File: config.mk
export PLATFORM = sky130hd
export DESIGN_NAME = pinmux_reg_top
export DESIGN_NICKNAME = d
export VERILOG_FILES = /design/src/design/pinmux_pkg.sv /design/src/design/reg_wr_if.sv /design/src/design/pinmux_reg_top.sv /design/src/design/gpio_int_status.sv /design/src/design/gpio_in_sync.sv /design/src/design/glbl_cfg_regs.sv /design/src/design/reg_bus_ctrl.sv
export VERILOG_INCLUDE_DIRS = /design/src /design/src/design
export SDC_FILE = /design/constraint.sdc
export NUM_CORES = 1
export LEC_CHECK = 0
export BUFFER_PORTS_ARGS = -buffer_cell sky130_fd_sc_hd__buf_2
export CELL_PAD_IN_SITES_DETAIL_PLACEMENT = 1
export CELL_PAD_IN_SITES_GLOBAL_PLACEMENT = 1
export CORE_MARGIN = 4
export CORE_UTILIZATION = 46
export DETAILED_ROUTE_END_ITERATION = 16
export GPL_TIMING_DRIVEN = 0
export PLACE_DENSITY = 0.82
export SYNTH_ARGS = -nofsm -noshare
export SYNTH_HDL_FRONTEND = slang
export SYNTH_SLANG_ARGS = --single-unit
export TNS_END_PERCENT = 50
File: constraint.sdc
create_clock -name mclk -period 5.3 [get_ports mclk]
set_input_delay 0.53 -clock mclk [delete_from_list [all_inputs] [get_ports mclk]]
set_output_delay 0.53 -clock mclk [all_outputs]
set_load 0.01 [all_outputs]
File: src/design/pinmux_defines.svh
//------------------------------
// Pinmux register block widths, word map,
// reset values and chip ID fields
//------------------------------
`ifndef PINMUX_DEFINES_SVH
`define PINMUX_DEFINES_SVH

// Widths
`define PINMUX_DATA_W         32     // Register word
`define PINMUX_NUM_GPIO       32     // GPIO pin count
`define PINMUX_IDX_W          5      // Word index, addr[6:2]

// Word indices of the kept registers
`define PINMUX_IDX_CHIP_ID    5'd0   // Read-only ID
`define PINMUX_IDX_GLBL_CTRL  5'd2   // Block resets
`define PINMUX_IDX_GPIO_IN    5'd4   // Captured pin data
`define PINMUX_IDX_GPIO_OUT   5'd5   // Output data
`define PINMUX_IDX_GPIO_DIR   5'd6   // Pad direction
`define PINMUX_IDX_INT_CLR    5'd9   // Status, write one to clear
`define PINMUX_IDX_INT_SET    5'd10  // Status alias, write one to set
`define PINMUX_IDX_INT_MASK   5'd11  // Interrupt enable

// Chip ID fields, high to low
`define PINMUX_MANU_ID        16'h8268
`define PINMUX_TOTAL_CORE     4'h1
`define PINMUX_CHIP_ID        4'h3
`define PINMUX_CHIP_REV       8'h01

// Every block held in reset after power-up
`define PINMUX_GLBL_CTRL_RST  32'h0

`endif
File: src/design/pinmux_pkg.sv
//------------------------------
// Pinmux shared vector types
//------------------------------
`include "pinmux_defines.svh"

package pinmux_pkg;

   // One register word on the bus
   typedef logic [`PINMUX_DATA_W-1:0]   reg_data_t;

   // Word index taken from addr[6:2]
   typedef logic [`PINMUX_IDX_W-1:0]    reg_idx_t;

   // One enable per data byte
   typedef logic [`PINMUX_DATA_W/8-1:0] reg_be_t;

   // One bit per GPIO pin
   typedef logic [`PINMUX_NUM_GPIO-1:0] gpio_vec_t;

   // CPU core resets, active low
   typedef logic [1:0]                  core_rst_t;

endpackage

File: src/design/reg_wr_if.sv
//------------------------------
// Decoded register write path
//------------------------------
`timescale 1ns/1ps

interface reg_wr_if;

   logic                  wr_stb;  // One-cycle write pulse
   pinmux_pkg::reg_idx_t  idx;     // Word index
   pinmux_pkg::reg_data_t wdata;   // Write data
   pinmux_pkg::reg_be_t   be;      // Byte enables

   // Bus controller side
   modport ctrl (output wr_stb, output idx, output wdata, output be);

   // Register bank side, each bank decodes its own indices
   modport bank (input wr_stb, input idx, input wdata, input be);

endinterface

File: src/design/pinmux_reg_top.sv
//------------------------------
// Pinmux register block top, bus control
// plus config, GPIO input and interrupt banks
//------------------------------
`timescale 1ns/1ps

module pinmux_reg_top (
   input  logic                  mclk,
   input  logic                  h_reset_n,

   // Register bus
   input  logic                  reg_cs,
   input  logic                  reg_wr,
   input  logic [7:0]            reg_addr,
   input  pinmux_pkg::reg_data_t reg_wdata,
   input  pinmux_pkg::reg_be_t   reg_be,
   output pinmux_pkg::reg_data_t reg_rdata,
   output logic                  reg_ack,

   // Block resets, active low
   output pinmux_pkg::core_rst_t cpu_core_rst_n,
   output logic                  cpu_intf_rst_n,
   output logic                  qspim_rst_n,
   output logic                  sspim_rst_n,
   output logic                  uart_rst_n,
   output logic                  i2cm_rst_n,
   output logic                  usb_rst_n,

   // GPIO
   input  pinmux_pkg::gpio_vec_t gpio_in_data,
   input  pinmux_pkg::gpio_vec_t gpio_int_event,
   output pinmux_pkg::gpio_vec_t cfg_gpio_out_data,
   output pinmux_pkg::gpio_vec_t cfg_gpio_dir_sel,
   output pinmux_pkg::gpio_vec_t cfg_gpio_data_in,
   output pinmux_pkg::gpio_vec_t gpio_prev_indata,
   output logic                  gpio_intr
);

   pinmux_pkg::reg_data_t glbl_ctrl;
   pinmux_pkg::gpio_vec_t int_mask;
   pinmux_pkg::gpio_vec_t int_status;

   reg_wr_if u_wr_bus ();

   reg_bus_ctrl u_bus_ctrl (
      .mclk       (mclk),
      .h_reset_n  (h_reset_n),
      .reg_cs     (reg_cs),
      .reg_wr     (reg_wr),
      .reg_addr   (reg_addr),
      .reg_wdata  (reg_wdata),
      .reg_be     (reg_be),
      .reg_rdata  (reg_rdata),
      .reg_ack    (reg_ack),
      .wr_bus     (u_wr_bus.ctrl),
      .glbl_ctrl  (glbl_ctrl),
      .gpio_out   (cfg_gpio_out_data),
      .gpio_dir   (cfg_gpio_dir_sel),
      .int_mask   (int_mask),
      .gpio_in    (cfg_gpio_data_in),
      .int_status (int_status)
   );

   glbl_cfg_regs u_cfg_regs (
      .mclk       (mclk),
      .h_reset_n  (h_reset_n),
      .wr_bus     (u_wr_bus.bank),
      .glbl_ctrl  (glbl_ctrl),
      .gpio_out   (cfg_gpio_out_data),
      .gpio_dir   (cfg_gpio_dir_sel),
      .int_mask   (int_mask)
   );

   gpio_in_sync u_in_sync (
      .mclk             (mclk),
      .h_reset_n        (h_reset_n),
      .gpio_in_data     (gpio_in_data),
      .gpio_prev_indata (gpio_prev_indata),
      .gpio_in          (cfg_gpio_data_in)
   );

   gpio_int_status u_int_status (
      .mclk           (mclk),
      .h_reset_n      (h_reset_n),
      .gpio_int_event (gpio_int_event),
      .int_mask       (int_mask),
      .wr_bus         (u_wr_bus.bank),
      .int_status     (int_status),
      .gpio_intr      (gpio_intr)
   );

   //------------------------------
   // Global control to block resets
   //------------------------------
   assign cpu_intf_rst_n = glbl_ctrl[0];
   assign qspim_rst_n    = glbl_ctrl[1];
   assign sspim_rst_n    = glbl_ctrl[2];
   assign uart_rst_n     = glbl_ctrl[3];
   assign i2cm_rst_n     = glbl_ctrl[4];
   assign usb_rst_n      = glbl_ctrl[5];
   assign cpu_core_rst_n = glbl_ctrl[9:8];   // One bit per core

endmodule

File: src/design/gpio_int_status.sv
//------------------------------
// GPIO interrupt status, W1C / W1S,
// and masked interrupt output
//------------------------------
`timescale 1ns/1ps
`include "pinmux_defines.svh"

module gpio_int_status (
   input  logic                  mclk,
   input  logic                  h_reset_n,
   input  pinmux_pkg::gpio_vec_t gpio_int_event,  // From GPIO control
   input  pinmux_pkg::gpio_vec_t int_mask,

   reg_wr_if.bank                wr_bus,

   output pinmux_pkg::gpio_vec_t int_status,
   output logic                  gpio_intr        // To the CPU
);

   localparam int NUM_BYTES = `PINMUX_DATA_W / 8;

   logic                  wr_clr;      // Write at the W1C index
   logic                  wr_set;      // Write at the W1S index
   pinmux_pkg::gpio_vec_t status_nxt;

   assign wr_clr = wr_bus.wr_stb & (wr_bus.idx == `PINMUX_IDX_INT_CLR);
   assign wr_set = wr_bus.wr_stb & (wr_bus.idx == `PINMUX_IDX_INT_SET);

   //------------------------------
   // Next status per byte lane
   //------------------------------
   always_comb
   begin
      status_nxt = int_status;
      for (int b = 0; b < NUM_BYTES; b++)
      begin
         if (wr_clr && wr_bus.be[b])
         begin
            status_nxt[b*8 +: 8] = int_status[b*8 +: 8] & ~wr_bus.wdata[b*8 +: 8];
         end
         else if (wr_set && wr_bus.be[b])
         begin
            status_nxt[b*8 +: 8] = int_status[b*8 +: 8] | wr_bus.wdata[b*8 +: 8];
         end
      end
      // New events win over a clear in the same cycle
      status_nxt = status_nxt | gpio_int_event;
   end

   always_ff @(posedge mclk or negedge h_reset_n)
   begin
      if (!h_reset_n)
      begin
         int_status <= '0;
      end
      else
      begin
         int_status <= status_nxt;   // Updated every cycle
      end
   end

   assign gpio_intr = |(int_status & int_mask);   // Any enabled pending bit

endmodule

File: src/design/gpio_in_sync.sv
//------------------------------
// GPIO input synchroniser and
// capture register
//------------------------------
`timescale 1ns/1ps

module gpio_in_sync (
   input  logic                  mclk,
   input  logic                  h_reset_n,
   input  pinmux_pkg::gpio_vec_t gpio_in_data,      // Async pad inputs
   output pinmux_pkg::gpio_vec_t gpio_prev_indata,  // Second sync stage
   output pinmux_pkg::gpio_vec_t gpio_in            // Capture stage
);

   pinmux_pkg::gpio_vec_t sync_s;    // First stage, may be metastable
   pinmux_pkg::gpio_vec_t sync_ss;   // Settled

   always_ff @(posedge mclk or negedge h_reset_n)
   begin
      if (!h_reset_n)
      begin
         sync_s  <= '0;
         sync_ss <= '0;
         gpio_in <= '0;
      end
      else
      begin
         sync_s  <= gpio_in_data;
         sync_ss <= sync_s;
         gpio_in <= sync_ss;    // Three cycles from the pad
      end
   end

   // Previous sample for edge detect downstream
   assign gpio_prev_indata = sync_ss;

endmodule

File: src/design/glbl_cfg_regs.sv
//------------------------------
// Global control, GPIO out/dir and
// interrupt mask registers
//------------------------------
`timescale 1ns/1ps
`include "pinmux_defines.svh"

module glbl_cfg_regs (
   input  logic                  mclk,
   input  logic                  h_reset_n,

   reg_wr_if.bank                wr_bus,

   output pinmux_pkg::reg_data_t glbl_ctrl,   // Block resets
   output pinmux_pkg::gpio_vec_t gpio_out,    // Pad output data
   output pinmux_pkg::gpio_vec_t gpio_dir,    // Pad direction
   output pinmux_pkg::gpio_vec_t int_mask     // Interrupt enables
);

   localparam int NUM_BYTES = `PINMUX_DATA_W / 8;

   // Per-register write hits
   logic wr_glbl;
   logic wr_out;
   logic wr_dir;
   logic wr_mask;

   assign wr_glbl = wr_bus.wr_stb & (wr_bus.idx == `PINMUX_IDX_GLBL_CTRL);
   assign wr_out  = wr_bus.wr_stb & (wr_bus.idx == `PINMUX_IDX_GPIO_OUT);
   assign wr_dir  = wr_bus.wr_stb & (wr_bus.idx == `PINMUX_IDX_GPIO_DIR);
   assign wr_mask = wr_bus.wr_stb & (wr_bus.idx == `PINMUX_IDX_INT_MASK);

   //------------------------------
   // Byte-lane update
   //------------------------------
   always_ff @(posedge mclk or negedge h_reset_n)
   begin
      if (!h_reset_n)
      begin
         glbl_ctrl <= `PINMUX_GLBL_CTRL_RST;  // All blocks in reset
         gpio_out  <= '0;
         gpio_dir  <= '0;                     // All pads input
         int_mask  <= '0;                     // Interrupts masked
      end
      else
      begin
         for (int b = 0; b < NUM_BYTES; b++)
         begin
            if (wr_bus.be[b])
            begin
               if (wr_glbl)
               begin
                  glbl_ctrl[b*8 +: 8] <= wr_bus.wdata[b*8 +: 8];
               end
               if (wr_out)
               begin
                  gpio_out[b*8 +: 8] <= wr_bus.wdata[b*8 +: 8];
               end
               if (wr_dir)
               begin
                  gpio_dir[b*8 +: 8] <= wr_bus.wdata[b*8 +: 8];
               end
               if (wr_mask)
               begin
                  int_mask[b*8 +: 8] <= wr_bus.wdata[b*8 +: 8];
               end
            end
         end
      end
   end

endmodule

File: src/design/reg_bus_ctrl.sv
//------------------------------
// Register bus control: write strobe,
// registered ack and read-data mux
//------------------------------
`timescale 1ns/1ps
`include "pinmux_defines.svh"

module reg_bus_ctrl (
   input  logic                  mclk,
   input  logic                  h_reset_n,

   // Register bus
   input  logic                  reg_cs,
   input  logic                  reg_wr,
   input  logic [7:0]            reg_addr,
   input  pinmux_pkg::reg_data_t reg_wdata,
   input  pinmux_pkg::reg_be_t   reg_be,
   output pinmux_pkg::reg_data_t reg_rdata,
   output logic                  reg_ack,

   // Write path to the banks
   reg_wr_if.ctrl                wr_bus,

   // Read-back from the banks
   input  pinmux_pkg::reg_data_t glbl_ctrl,
   input  pinmux_pkg::reg_data_t gpio_out,
   input  pinmux_pkg::reg_data_t gpio_dir,
   input  pinmux_pkg::reg_data_t int_mask,
   input  pinmux_pkg::reg_data_t gpio_in,
   input  pinmux_pkg::reg_data_t int_status
);

   pinmux_pkg::reg_idx_t  idx;       // Word index
   pinmux_pkg::reg_data_t reg_out;   // Mux output, unregistered
   logic                  acc_start; // First cycle of an access

   assign idx       = reg_addr[6:2];       // Byte address to word
   assign acc_start = reg_cs & ~reg_ack;   // Low again after each ack

   // Write strobe, lands on the ack edge
   assign wr_bus.wr_stb = acc_start & reg_wr;
   assign wr_bus.idx    = idx;
   assign wr_bus.wdata  = reg_wdata;
   assign wr_bus.be     = reg_be;

   //------------------------------
   // Read-data mux
   //------------------------------
   always_comb
   begin
      case (idx)
         `PINMUX_IDX_CHIP_ID   : reg_out = {`PINMUX_MANU_ID, `PINMUX_TOTAL_CORE,
                                            `PINMUX_CHIP_ID, `PINMUX_CHIP_REV};
         `PINMUX_IDX_GLBL_CTRL : reg_out = glbl_ctrl;
         `PINMUX_IDX_GPIO_IN   : reg_out = gpio_in;
         `PINMUX_IDX_GPIO_OUT  : reg_out = gpio_out;
         `PINMUX_IDX_GPIO_DIR  : reg_out = gpio_dir;
         `PINMUX_IDX_INT_CLR,
         `PINMUX_IDX_INT_SET   : reg_out = int_status;  // Same status view at both
         `PINMUX_IDX_INT_MASK  : reg_out = int_mask;
         default               : reg_out = '0;          // Unmapped
      endcase
   end

   //------------------------------
   // Ack and read data, one cycle
   //------------------------------
   always_ff @(posedge mclk or negedge h_reset_n)
   begin
      if (!h_reset_n)
      begin
         reg_ack   <= 1'b0;
         reg_rdata <= '0;
      end
      else
      begin
         reg_ack <= acc_start;   // Single-cycle pulse
         if (acc_start)
         begin
            reg_rdata <= reg_out;   // Captured with the ack
         end
      end
   end

endmodule

==> Yosys cells after proc, flatten, opt, wreduce, memory -nomap -nowiden <==
Index checks and enable logic that the tools add are counted.
{ "op_classes": {"n_reduce_logical": 27, "muxes": 9, "n_eq_ne": 7, "bitwise": 23} }
{ "ops": {"columns": ["operator", "n"], "rows": [
  ["case mux 32 bit (7 select lines)", 1],
  ["two-way mux 8 bit", 8],
  ["AND 32 bit", 1],
  ["AND 8 bit", 4],
  ["NOT 8 bit", 4],
  ["OR 32 bit", 1],
  ["OR 8 bit", 4],
  ["AND reduction 2 bit", 16],
  ["OR reduction 32 bit", 1],
  ["== test 5 x 3 -> 1 bit (second input constant)", 3],
  ["== test 5 x 4 -> 1 bit (second input constant)", 3],
  ["AND 1 bit", 8],
  ["logical AND 1 bit", 8],
  ["== test 5 x 2 -> 1 bit (second input constant)", 1],
  ["zero test 5 bit", 1],
  ["OR reduction 2 bit", 1],
  ["NOT 1 bit", 1]
]} }
{ "totals": {"ff_bits": 289, "inputBits": 112, "out_inout_bits": 170, "word_cells": 88} }

==> Longest topological paths before layout <==
Gate-level depths: netlist of the first run.
{ "depth": {"ltp_word": 8, "depth_mapped": 7, "depth_no_buf": 5} }

==> Modules after synthesis <==
Synthesis of the first run repeated with hierarchy kept, for this count alone.
{ "unflattened": {"cells_unflattened": 938, "hier_area_um2": 12380.6} }
{ "modules_own_cells": {"columns": ["module", "area_per_inst_um2", "instances", "seq_area_each_um2", "cells_each"], "rows": [
  ["glbl_cfg_regs", 4911.0, 1, 3203.1, 291],
  ["reg_bus_ctrl", 3144.3, 1, 825.8, 355],
  ["gpio_in_sync", 2402.3, 1, 2402.3, 96],
  ["gpio_int_status", 1923.1, 1, 800.8, 196]
]} }

==> Least setup slack after synthesis of the first run <==
No wires, ideal clock.
{ "synth_timing": {"kind": "input -> register", "startpoint": "in reg_addr[2]", "endpoint": "reg u_cfg_regs.glbl_ctrl[24]", "arrival_time_ps": 2026, "required_ps": 5175, "path_stages": 5, "setup_ps": 125, "path_buffers": 2, "path_slack_ps": 3149, "cell_sequence": "buf_2 or4b_1 buf_2 nor3_4 mux2_2"} }
{ "synth_between": {"elab_chain_cells": 3} }
{ "synth_rtl": {"columns": ["item", "line", "rtl"], "rows": [
  ["start: declaration", "pinmux_reg_top.sv:14", "input logic [7:0] reg_addr,"],
  ["== test 5 x 2 -> 1 bit", null, null],
  ["AND 1 bit", "glbl_cfg_regs.sv:28", "assign wr_glbl = wr_bus.wr_stb & (wr_bus.idx == `PINMUX_IDX_GLBL_CTRL);"],
  ["AND reduction 2 bit (no source line)", null, null],
  ["end signal: assignment", "glbl_cfg_regs.sv:40", "glbl_ctrl <= `PINMUX_GLBL_CTRL_RST;"],
  ["end signal: indexed assignment", "glbl_cfg_regs.sv:53", "glbl_ctrl[b*8 +: 8] <= wr_bus.wdata[b*8 +: 8];"],
  ["end: declaration", "glbl_cfg_regs.sv:14", "output pinmux_pkg::reg_data_t glbl_ctrl,"]
]} }
No other way between the ends.
A chain may end at the register's enable or synchronous reset.

==> Worst setup path after layout of the first run <==
{ "layout_timing": {"startpoint": "reg u_bus_ctrl.reg_ack", "endpoint": "reg u_bus_ctrl.reg_rdata[23]"} }
{ "layout_between": {"elab_chain_cells": 2} }
{ "layout_rtl": {"columns": ["item", "line", "rtl"], "rows": [
  ["start: declaration", "reg_bus_ctrl.sv:19", "output logic reg_ack,"],
  ["start signal: assignment", "reg_bus_ctrl.sv:77", "reg_ack <= acc_start;"],
  ["NOT 1 bit", "reg_bus_ctrl.sv:38", "assign acc_start = reg_cs & ~reg_ack;"],
  ["AND 1 bit", "reg_bus_ctrl.sv:38", null],
  ["end signal: assignment", "reg_bus_ctrl.sv:80", "reg_rdata <= reg_out;"],
  ["end: declaration", "reg_bus_ctrl.sv:18", "output pinmux_pkg::reg_data_t reg_rdata,"]
]} }
No other way between the ends.

==> results_dict.tcl, run 1 <==
set metrics [dict create \
    vias 8961 \
    cts.sinks 289 \
    leakage_nw 7.05 \
    synth-async-reset-ratio 1.00 \
    dp_hpwl_um 28000 \
    seq_area_frac_synth 0.629 \
    worstPathMaxFanout 10 \
    dieArea_um2 27600 \
    r2r_slack_ps 2500 \
    startpoint "u_bus_ctrl.reg_ack$_DFF_PN0_" \
    post-route-period-util 0.529 \
    first_global_vias 9740 \
    overflow 0 \
    vias_per_cell 5.88 \
    initialDrtViolationCount 687 \
    rsz0062_at_grt "false" \
    criticalPathCategory "flop to flop" \
    end_kind "flop" \
    die_w_um 166 \
    cts_root_buf "clkbuf_16" \
    htree_levels 1 \
    clkLatencyLatePin_ps 560 \
    place_area_um2 13400 \
    syn_area_per_cell_um2 13.4 \
    grt_usage 0.278 \
    syn_to_final_growth_pct 25.7 \
    syn_area_um2 11500 \
    ys_types 41 \
    firstDrtPassIters 5 \
    core-area_um2 24500 \
    cp_slowest_stage_delay_ps 690 \
    power_density_nw_per_um2 347 \
    wirelength_um 39200 \
    ff2ff_path_depth 6 \
    rr_startpoint "u_bus_ctrl.reg_ack$_DFF_PN0_" \
    initial_utilization 0.470 \
    rows 57 \
    clockBufferDepth 3 \
    wl_per_cell_um 25.8 \
    grt_pass1_wl_um 60100 \
    fin_area_um2 14500 \
    fillCellCount 2540 \
    final_nets 1282 \
    drive_gt1_frac 0.407 \
    cts_tree "done" \
    synthCells 857 \
    stdcell_count 1523 \
    worst_path_max_delay_cell "clkbuf_1" \
    vdd_drop_max_v 0.000287 \
    cts_buffers 31 \
    start_kind "flop" \
    path_clk_slew_ps 70 \
    reg2reg_to "u_bus_ctrl.reg_rdata[23]$_DFFE_PN0N_" \
    gp_congestion 0.857 \
    cts_setup_buffers 0 \
    synthFlopType "dfrtp_1" \
    grt_max_degree 101 \
    post_cts_resized 0 \
    drc 0 \
    postRouteAntennaNets 0 \
    fin_crit_ps 2800 \
    hp-class "primary input to async pin" \
    max_freq_mhz 357 \
    synth_edf_count 0 \
    yosys_warnings 0 \
    arrival_ps 3180 \
    synth_nets 969 \
    crit_top_cell "clkbuf_1" \
    slew_headroom 0.295 \
    crit_family "buffers and inverters" \
    antenna_found_initial 9 \
    maxSlewViolCount 0 \
    fp.dieH_um 166 \
    io_pins 282 \
    io_buffers 275 \
    hold_violations 0 \
    worstMarginPinSlew_ps 1060 \
    cp_cell_sequence "nand2b_1, clkbuf_1, nor2_1, o21ai_1, clkbuf_1, a22oi_1" \
    dpl.cell_count 1461 \
    cts_hold_buf 0 \
    setup_viol 0 \
    multi_input_area_um2 3990 \
    required_ps 5680 \
    finClkSkew_ps 10.1 \
    run_status "finished clean" \
    ys_ff_latch 289 \
    seq_area_um2 7230 \
    path_buf_inv 2 \
    max_cap_viol_count 0 \
]
## area by class of cell
| cell class | count | area share |
|---|---|---|
| Sequential cell | 289 | 0.500 |
| Tap cell | 324 | 0.0280 |
| Timing Repair Buffer | 280 | 0.101 |
| Clock inverter | 9 | 0.00761 |
| Buffer | 42 | 0.0128 |
| Clock buffer | 47 | 0.0647 |
| Multi-Input combinational cell | 491 | 0.276 |
| Antenna cell | 6 | 0.00104 |
| Inverter | 35 | 0.00908 |
## worst max-delay path by stage
stage | end | slack, ps | cells after the start
6_report | u_bus_ctrl.reg_rdata[23]$_DFFE_PN0N_ | 2500 | 6
5_1_grt | u_bus_ctrl.reg_rdata[23]$_DFFE_PN0N_ | 2320 | 6
4_1_cts | u_bus_ctrl.reg_rdata[23]$_DFFE_PN0N_ | 2520 | 6
3_5_place_dp | u_bus_ctrl.reg_rdata[23]$_DFFE_PN0N_ | 2400 | 7
3_3_place_gp | u_in_sync.gpio_in[6]$_DFF_PN0_ | -1640 | 1
2_1_floorplan | u_cfg_regs.glbl_ctrl[24]$_DFFE_PN0P_ | 3150 | 5
## routing by layer
metal  global-route usage  wire length (um)  vias to the layer above
met5                    0                49                        -
met4               0.0854              1160                        8
met3               0.0559              2720                       79
met2                0.473             19800                      354
met1                0.362             15500                     4674
li1                     -                 -                     3846
## registers in the layout, summed over array words and instances, names as in the netlist
| name | flops |
|---|---|
| u_cfg_regs.gpio_out | 32 |
| u_cfg_regs.gpio_dir | 32 |
| u_in_sync.gpio_in | 32 |
| u_in_sync.gpio_prev_indata | 32 |
| u_bus_ctrl.reg_rdata | 32 |
| u_cfg_regs.glbl_ctrl | 32 |
| u_int_status.int_status | 32 |
| u_bus_ctrl.reg_ack | 1 |
| u_cfg_regs.int_mask | 32 |
| u_in_sync.sync_s | 32 |
## report_power, final
group          leakage (nW)  internal [mW]  switching (mW)
Clock                 0.512           1.31           0.888
Sequential             3.61           2.31          0.0730
Combinational          2.92          0.175           0.261
## worst register-to-register path, stage by stage, from the launching register on
cell and delay, ps:
dfrtp_1 420, nand2b_1 310, clkbuf_1 620, nor2_1 80, o21ai_1 250, clkbuf_1 700, a22oi_1 250
## metrics by stage
step / setup slack [ps] / power (mW) / TNS [ps] / hold slack, ps / utilization
6_report: 2500 / 5.02 / 0 / 19.1 / 0.591
5_1_grt: 2320 / 5.21 / 0 / 55.3 / 0.591
4_1_cts: 2520 / 5.06 / 0 / 36.4 / 0.591
3_5_place_dp: 2400 / 2.85 / 0 / 336 / 0.548
3_3_place_gp: -1640 / 2.82 / -465340 / 331 / 0.543
2_1_floorplan: 3150 / 2.59 / 0 / 234 / -
## logic make-up after synthesis
group / synth area share
DFF: 0.629
AOI/OAI and AO/OA: 0.131
muxes: 0.166
and+or+nand+nor: 0.0461
buffers and inverters: 0.0275
xor gates and xnor gates: 0.000762
## cells in the final DEF (no fill, tap or decap), types with 4 or more instances in the layout
cell,count
nor4_2,5
a211oi_1,24
clkbuf_8,10
diode_2,6
nor2_2,4
a32oi_1,9
nand4_1,4
nand2b_1,7
inv_1,35
a221oi_1,9
o22ai_1,23
and3_1,9
nand2_1,37
nor2_1,7
clkbuf_1,32
clkbuf_16,31
dfrtp_1,289
a22oi_1,71
a31oi_1,24
a21oi_1,41
buf_4,5
mux2i_1,47
o21bai_1,8
nand4b_1,4
buf_2,284
mux2_2,126
a21boi_0,9
## Yosys cell counts, drive strengths merged (4+ instances only)
| cell | instances | share of area |
|---|---|---|
| nor4 | 5 | 0.0027 |
| mux2i | 47 | 0.041 |
| nand4b | 4 | 0.0030 |
| o21bai | 8 | 0.0052 |
| dfrtp | 289 | 0.63 |
| a32oi | 9 | 0.0069 |
| nor2 | 11 | 0.0045 |
| mux2 | 128 | 0.13 |
| a31oi | 24 | 0.013 |
| and3 | 9 | 0.0049 |
| nand2b | 7 | 0.0038 |
| clkbuf | 26 | 0.0085 |
| a21boi | 9 | 0.0059 |
| nor3 | 5 | 0.0041 |
| nand4 | 4 | 0.0022 |
| o22ai | 23 | 0.013 |
| a22oi | 71 | 0.046 |
| inv | 35 | 0.011 |
| a221oi | 9 | 0.0069 |
| a21oi | 41 | 0.018 |
| nand2 | 40 | 0.014 |
| a211oi | 24 | 0.016 |
| buf | 16 | 0.0076 |
No activity file was read; power rests on OpenSTA's default activity.
==> run 2: changes to the inputs <==
CORE_UTILIZATION = 38   (was 46)
PLACE_DENSITY = 0.72   (was 0.82)
clock period = 2.3 ns   (was 5.3 ns; I/O delays follow)
==> run 2 against run 1 <==
Against the previous run: critical path type is now flop to output pin; sequential power grew 130%; combinational power grew to 2.6 times the previous value; non-clock buffer count up 95; utilization shrank 6.9 points; setup slack worse by 2500 ps; worst hold slack better by 43 ps; critical path depth decreased by 2; via count increased by 2.9%; first-iteration DRC count did not move.
==> results_dict.tcl, run 2 (synthesis gave the netlist of run 1 again) <==
set metrics [dict create \
    run_status "finished clean" \
    dieArea_um2 33100 \
    post-route-period-util 0.999 \
    worstMarginPinSlew_ps 1110 \
    syn_to_final_growth_pct 34.9 \
    rsz0062_at_grt "true" \
    vdd_drop_max_v 0.000709 \
    required_ps 2070 \
    slew_headroom 0.260 \
    clkLatencyLatePin_ps 560 \
    worstPathMaxFanout 3 \
    initialDrtViolationCount 687 \
    grt_usage 0.244 \
    holdPathStages 2 \
    hold_violations 0 \
    cts_root_buf "clkbuf_16" \
    r2r_slack_ps 20 \
    htree_levels 1 \
    core-area_um2 29700 \
    stdcell_count 1682 \
    postRouteAntennaNets 0 \
    fin_crit_ps 2300 \
    grt_pass1_wl_um 62500 \
    wl_per_cell_um 24.6 \
    min_from "reg_wdata[25]" \
    end_kind "output pin" \
    grt_max_degree 122 \
    die_w_um 182 \
    cts_buffers 31 \
    leakage_nw 7.46 \
    cts.sinks 289 \
    path_clk_slew_ps 70 \
    cts_tree "done" \
    rows 63 \
    max_cap_viol_count 0 \
    rr_startpoint "u_bus_ctrl.reg_ack$_DFF_PN0_" \
    min_to "u_cfg_regs.int_mask[25]$_DFFE_PN0P_" \
    dpl.cell_count 1527 \
    hp-class "primary input to flop" \
    vias 9221 \
    maxSlewViolCount 0 \
    vias_per_cell 5.48 \
    cts_setup_buffers 0 \
    layout_common_cells "dfrtp_1 (289), buf_2 (285), mux2_2 (126)" \
    clockBufferDepth 3 \
    final_common_cell "dfrtp_1" \
    final_nets 1377 \
    gp_congestion 0.849 \
    firstDrtPassIters 5 \
    reg2reg_to "u_bus_ctrl.reg_rdata[29]$_DFFE_PN0N_" \
    drc 0 \
    drive_gt1_frac 0.384 \
    first_global_vias 10124 \
    max_freq_mhz 435 \
    overflow 0 \
    start_kind "flop" \
    ff2ff_path_depth 6 \
    wirelength_um 41300 \
    criticalPathCategory "flop to output pin" \
    dp_hpwl_um 28100 \
    io_pins 282 \
    arrival_ps 2070 \
    initial_utilization 0.387 \
    fp.dieH_um 182 \
    power_density_nw_per_um2 756 \
    io_buffers 275 \
    hold-worst-slack_ps 61.7 \
    antenna_found_initial 6 \
    finClkSkew_ps 8.11 \
    setup_viol 0 \
]
[run 2: changes by cell type in the layout (fill, tap and decap cells not counted), moves of 2 or more]
cell	before	now
a22oi_1	71	69
clkbuf_8	10	6
dlygate4sd3_1	0	96
a22oi_2	0	2
diode_2	6	3
clkinv_2	3	8
clkbuf_2	0	5
clkbuf_1	32	26
[run 2: layer usage]
| layer | wire length (um) | GRT usage | vias up |
|---|---|---|---|
| met5 | 41 | 0 | - |
| met4 | 1020 | 0.0639 | 6 |
| met3 | 2570 | 0.0493 | 66 |
| met2 | 20700 | 0.420 | 305 |
| met1 | 17000 | 0.316 | 4825 |
| li1 | - | - | 4019 |
[run 2: worst max-delay path, cell delays in order (launching register included)]
cell and delay [ps]:
dfrtp_1 400, a22oi_1 240, nand4_1 250, or4_1 450, buf_2 180
[run 2: worst max-delay path by stage]
stage / slack (ps) / cells after the start / from / to
after floorplan: 440 / 6 / u_bus_ctrl.reg_ack$_DFF_PN0_ / u_cfg_regs.gpio_dir[24]$_DFFE_PN0P_
final: 2 / 4 / u_int_status.int_status[18]$_DFF_PN0_ / gpio_intr
after global placement: -4490 / 1 / h_reset_n / u_in_sync.gpio_in[27]$_DFF_PN0_
after CTS: -20 / 4 / u_int_status.int_status[18]$_DFF_PN0_ / gpio_intr
after detailed placement: -420 / 6 / u_bus_ctrl.reg_ack$_DFF_PN0_ / u_bus_ctrl.reg_rdata[26]$_DFFE_PN0N_
after global routing: -60 / 6 / u_bus_ctrl.reg_ack$_DFF_PN0_ / u_cfg_regs.glbl_ctrl[4]$_DFFE_PN0P_
[run 2: through the flow]
step / setup WS (ps) / setup TNS, ps / total power, mW / cell area (um^2) / utilization
finish: 1.93 / 0 / 11.7 / 15500 / 0.522
CTS: -24.8 / -73.9 / 11.8 / 15500 / 0.522
global placement: -4490 / -1306900 / 6.52 / 13400 / 0.450
floorplan: 440 / 0 / 5.96 / 11500 / -
global route: -60.6 / -263 / 12.2 / 15500 / 0.522
detailed placement: -416 / -12310 / 6.58 / 13500 / 0.454
[run 2: layout make-up]
cell class / instances / area [um^2]
plain buffers: 41 / 193
clock inverters: 12 / 138
well taps: 390 / 488
diodes: 3 / 7.51
clock buffers: 45 / 888
repair buffers: 376 / 2420
fillers: 3108 / 14200
inverters: 35 / 131
multi-input cells: 491 / 4010
flip-flops and latches: 289 / 7230
[run 2: repair_timing]
action / CTS / global route
gates resized for setup: 8 / 11
hold buffers: 96 / 0
endpoints found under the hold margin: 264 / 0
endpoints found under the setup margin: 49 / 51
[run 2: power breakdown]
part | switching (mW) | leakage, nW | internal, mW | total [mW]
registers | 0.171 | 3.61 | 5.32 | 5.49
logic | 0.634 | 3.34 | 0.513 | 1.15
clock network | 2.08 | 0.508 | 3.00 | 5.08
==> run 3: changes to the inputs <==
CORE_UTILIZATION = 43   (was 38)
PLACE_DENSITY = 0.77   (was 0.72)
clock period = 2.5 ns   (was 2.3 ns; I/O delays follow)
==> run 3 against run 2 <==
Against the previous run: die area down 11%; via count up 1.5%; clock skew grew 9.0 ps; critical endpoint is now u_cfg_regs.gpio_dir[29]$_DFFE_PN0P_; highest routed layer unchanged.
==> results_dict.tcl, run 3 (synthesis gave the netlist of run 1 again) <==
set metrics [dict create \
    run_status "finished clean" \
    worst_path_max_delay_cell "clkbuf_1" \
    min_from "reg_wdata[30]" \
    worstMarginPinSlew_ps 1090 \
    fin_area_um2 15500 \
    io_pins 282 \
    core-area_um2 26200 \
    start_kind "flop" \
    final_nets 1379 \
    place_area_um2 13400 \
    cts_buffers 31 \
    cts_tree "done" \
    grt_max_degree 124 \
    dp_hpwl_um 27800 \
    max_cap_viol_count 0 \
    final_common_cell "dfrtp_1" \
    vdd_drop_max_v 0.000643 \
    fillCellCount 2679 \
    setup_viol 0 \
    slew_headroom 0.267 \
    wl_per_cell_um 25.8 \
    arrival_ps 2910 \
    htree_levels 1 \
    first_global_vias 10244 \
    fin_crit_ps 2460 \
    rr_startpoint "u_bus_ctrl.reg_ack$_DFF_PN0_" \
    firstDrtPassIters 5 \
    syn_to_final_growth_pct 34.8 \
    cts.sinks 289 \
    postRouteAntennaNets 0 \
    rows 59 \
    fp.dieH_um 172 \
    multi_input_area_um2 4000 \
    leakage_nw 7.45 \
    grt_pass1_wl_um 62900 \
    clkLatencyLatePin_ps 560 \
    post-route-period-util 0.985 \
    worstPathMaxFanout 10 \
    power_density_nw_per_um2 709 \
    cp_slowest_stage_delay_ps 430 \
    antenna_found_initial 7 \
    initial_utilization 0.439 \
    grt_usage 0.281 \
    vias_per_cell 5.75 \
    seq_area_um2 7230 \
    maxSlewViolCount 0 \
    crit_family "simple AND/OR/NAND/NOR gates" \
    cts_setup_buffers 0 \
    gp_congestion 0.821 \
    cts_root_buf "clkbuf_16" \
    end_kind "flop" \
    cp_cell_sequence "nand2b_1, inv_1, and3_1, clkbuf_1, nand3_2, mux2_2" \
    path_clk_slew_ps 70 \
    finalSetupTns_ps 0 \
    max_freq_mhz 406 \
    hp-class "primary input to flop" \
    io_buffers 275 \
    clockBufferDepth 3 \
    wirelength_um 42000 \
    rsz0062_at_grt "true" \
    vias 9359 \
    total_power_mw 11.0 \
    criticalPathCategory "flop to flop" \
    overflow 0 \
    finClkSkew_ps 17.2 \
    die_w_um 172 \
    required_ps 2940 \
    dieArea_um2 29400 \
    drive_gt1_frac 0.381 \
    drc 0 \
    path_buf_inv 2 \
    layout_common_cells "dfrtp_1 (289), buf_2 (284), mux2_2 (126)" \
    initialDrtViolationCount 636 \
    startpoint "u_bus_ctrl.reg_ack$_DFF_PN0_" \
    hold_violations 0 \
]
## run 3: worst register-to-register path: cells and delay by family, from the launching register on
family                 cells  cell delay, ps
and+or+nand+nor            3             880
buffers and inverters      2             610
DFF                        1             420
muxes                      1             420
## run 3: worst paths after layout
check / to / slack (ps) / cells past startpoint
max: u_cfg_regs.gpio_dir[29]$_DFFE_PN0P_ / 40 / 6
min: u_cfg_regs.glbl_ctrl[30]$_DFFE_PN0P_ / 20 / 2
max reg2reg: u_cfg_regs.gpio_dir[29]$_DFFE_PN0P_ / 40 / 6
min reg2reg: u_in_sync.gpio_prev_indata[30]$_DFF_PN0_ / 340 / 0
max in group asynchronous: u_in_sync.gpio_in[4]$_DFF_PN0_ / 1300 / 3
min in group asynchronous: u_in_sync.gpio_prev_indata[19]$_DFF_PN0_ / 200 / 2
## run 3: what timing repair did
item	in CTS	in global routing
setup endpoints to repair	38	28
cloned	0	0
hold endpoints to repair	136	0
resized for setup	4	5
hold buffers	97	0
## run 3: per-stage QoR
step                std cells  utilization  hold slack [ps]  setup WS [ps]
detailed placement       1472        0.512              185           -209
finish                   1628        0.592             20.7           38.1
global placement         1467        0.507              331          -4230
floorplan                 857            -            -45.6            629
CTS                      1625        0.591             2.01           40.5
global route             1628        0.592             12.4          -73.0
## run 3: power by group
| part | switching [mW] | total, mW | internal, mW |
|---|---|---|---|
| combinational | 0.593 | 1.05 | 0.455 |
| sequential | 0.159 | 5.05 | 4.89 |
| clock | 1.91 | 4.88 | 2.97 |
| total | 2.67 | 11.0 | 8.32 |
## run 3: final cells by class
cell class                      count  share of cell area
Buffer                             42              0.0123
Clock inverter                     10             0.00985
Clock buffer                       46              0.0601
Timing Repair Buffer              377               0.157
Multi-Input combinational cell    491               0.258
Inverter                           35             0.00848
Sequential cell                   289               0.467
Antenna cell                        3            0.000484
Tap cell                          335              0.0270
## run 3: layer usage
metal	GRT usage	vias to the layer above	share of wire
li1	-	4011	-
met1	0.356	4871	0.40
met2	0.476	361	0.50
met3	0.0611	108	0.064
met4	0.104	8	0.037
met5	0	-	0.0015
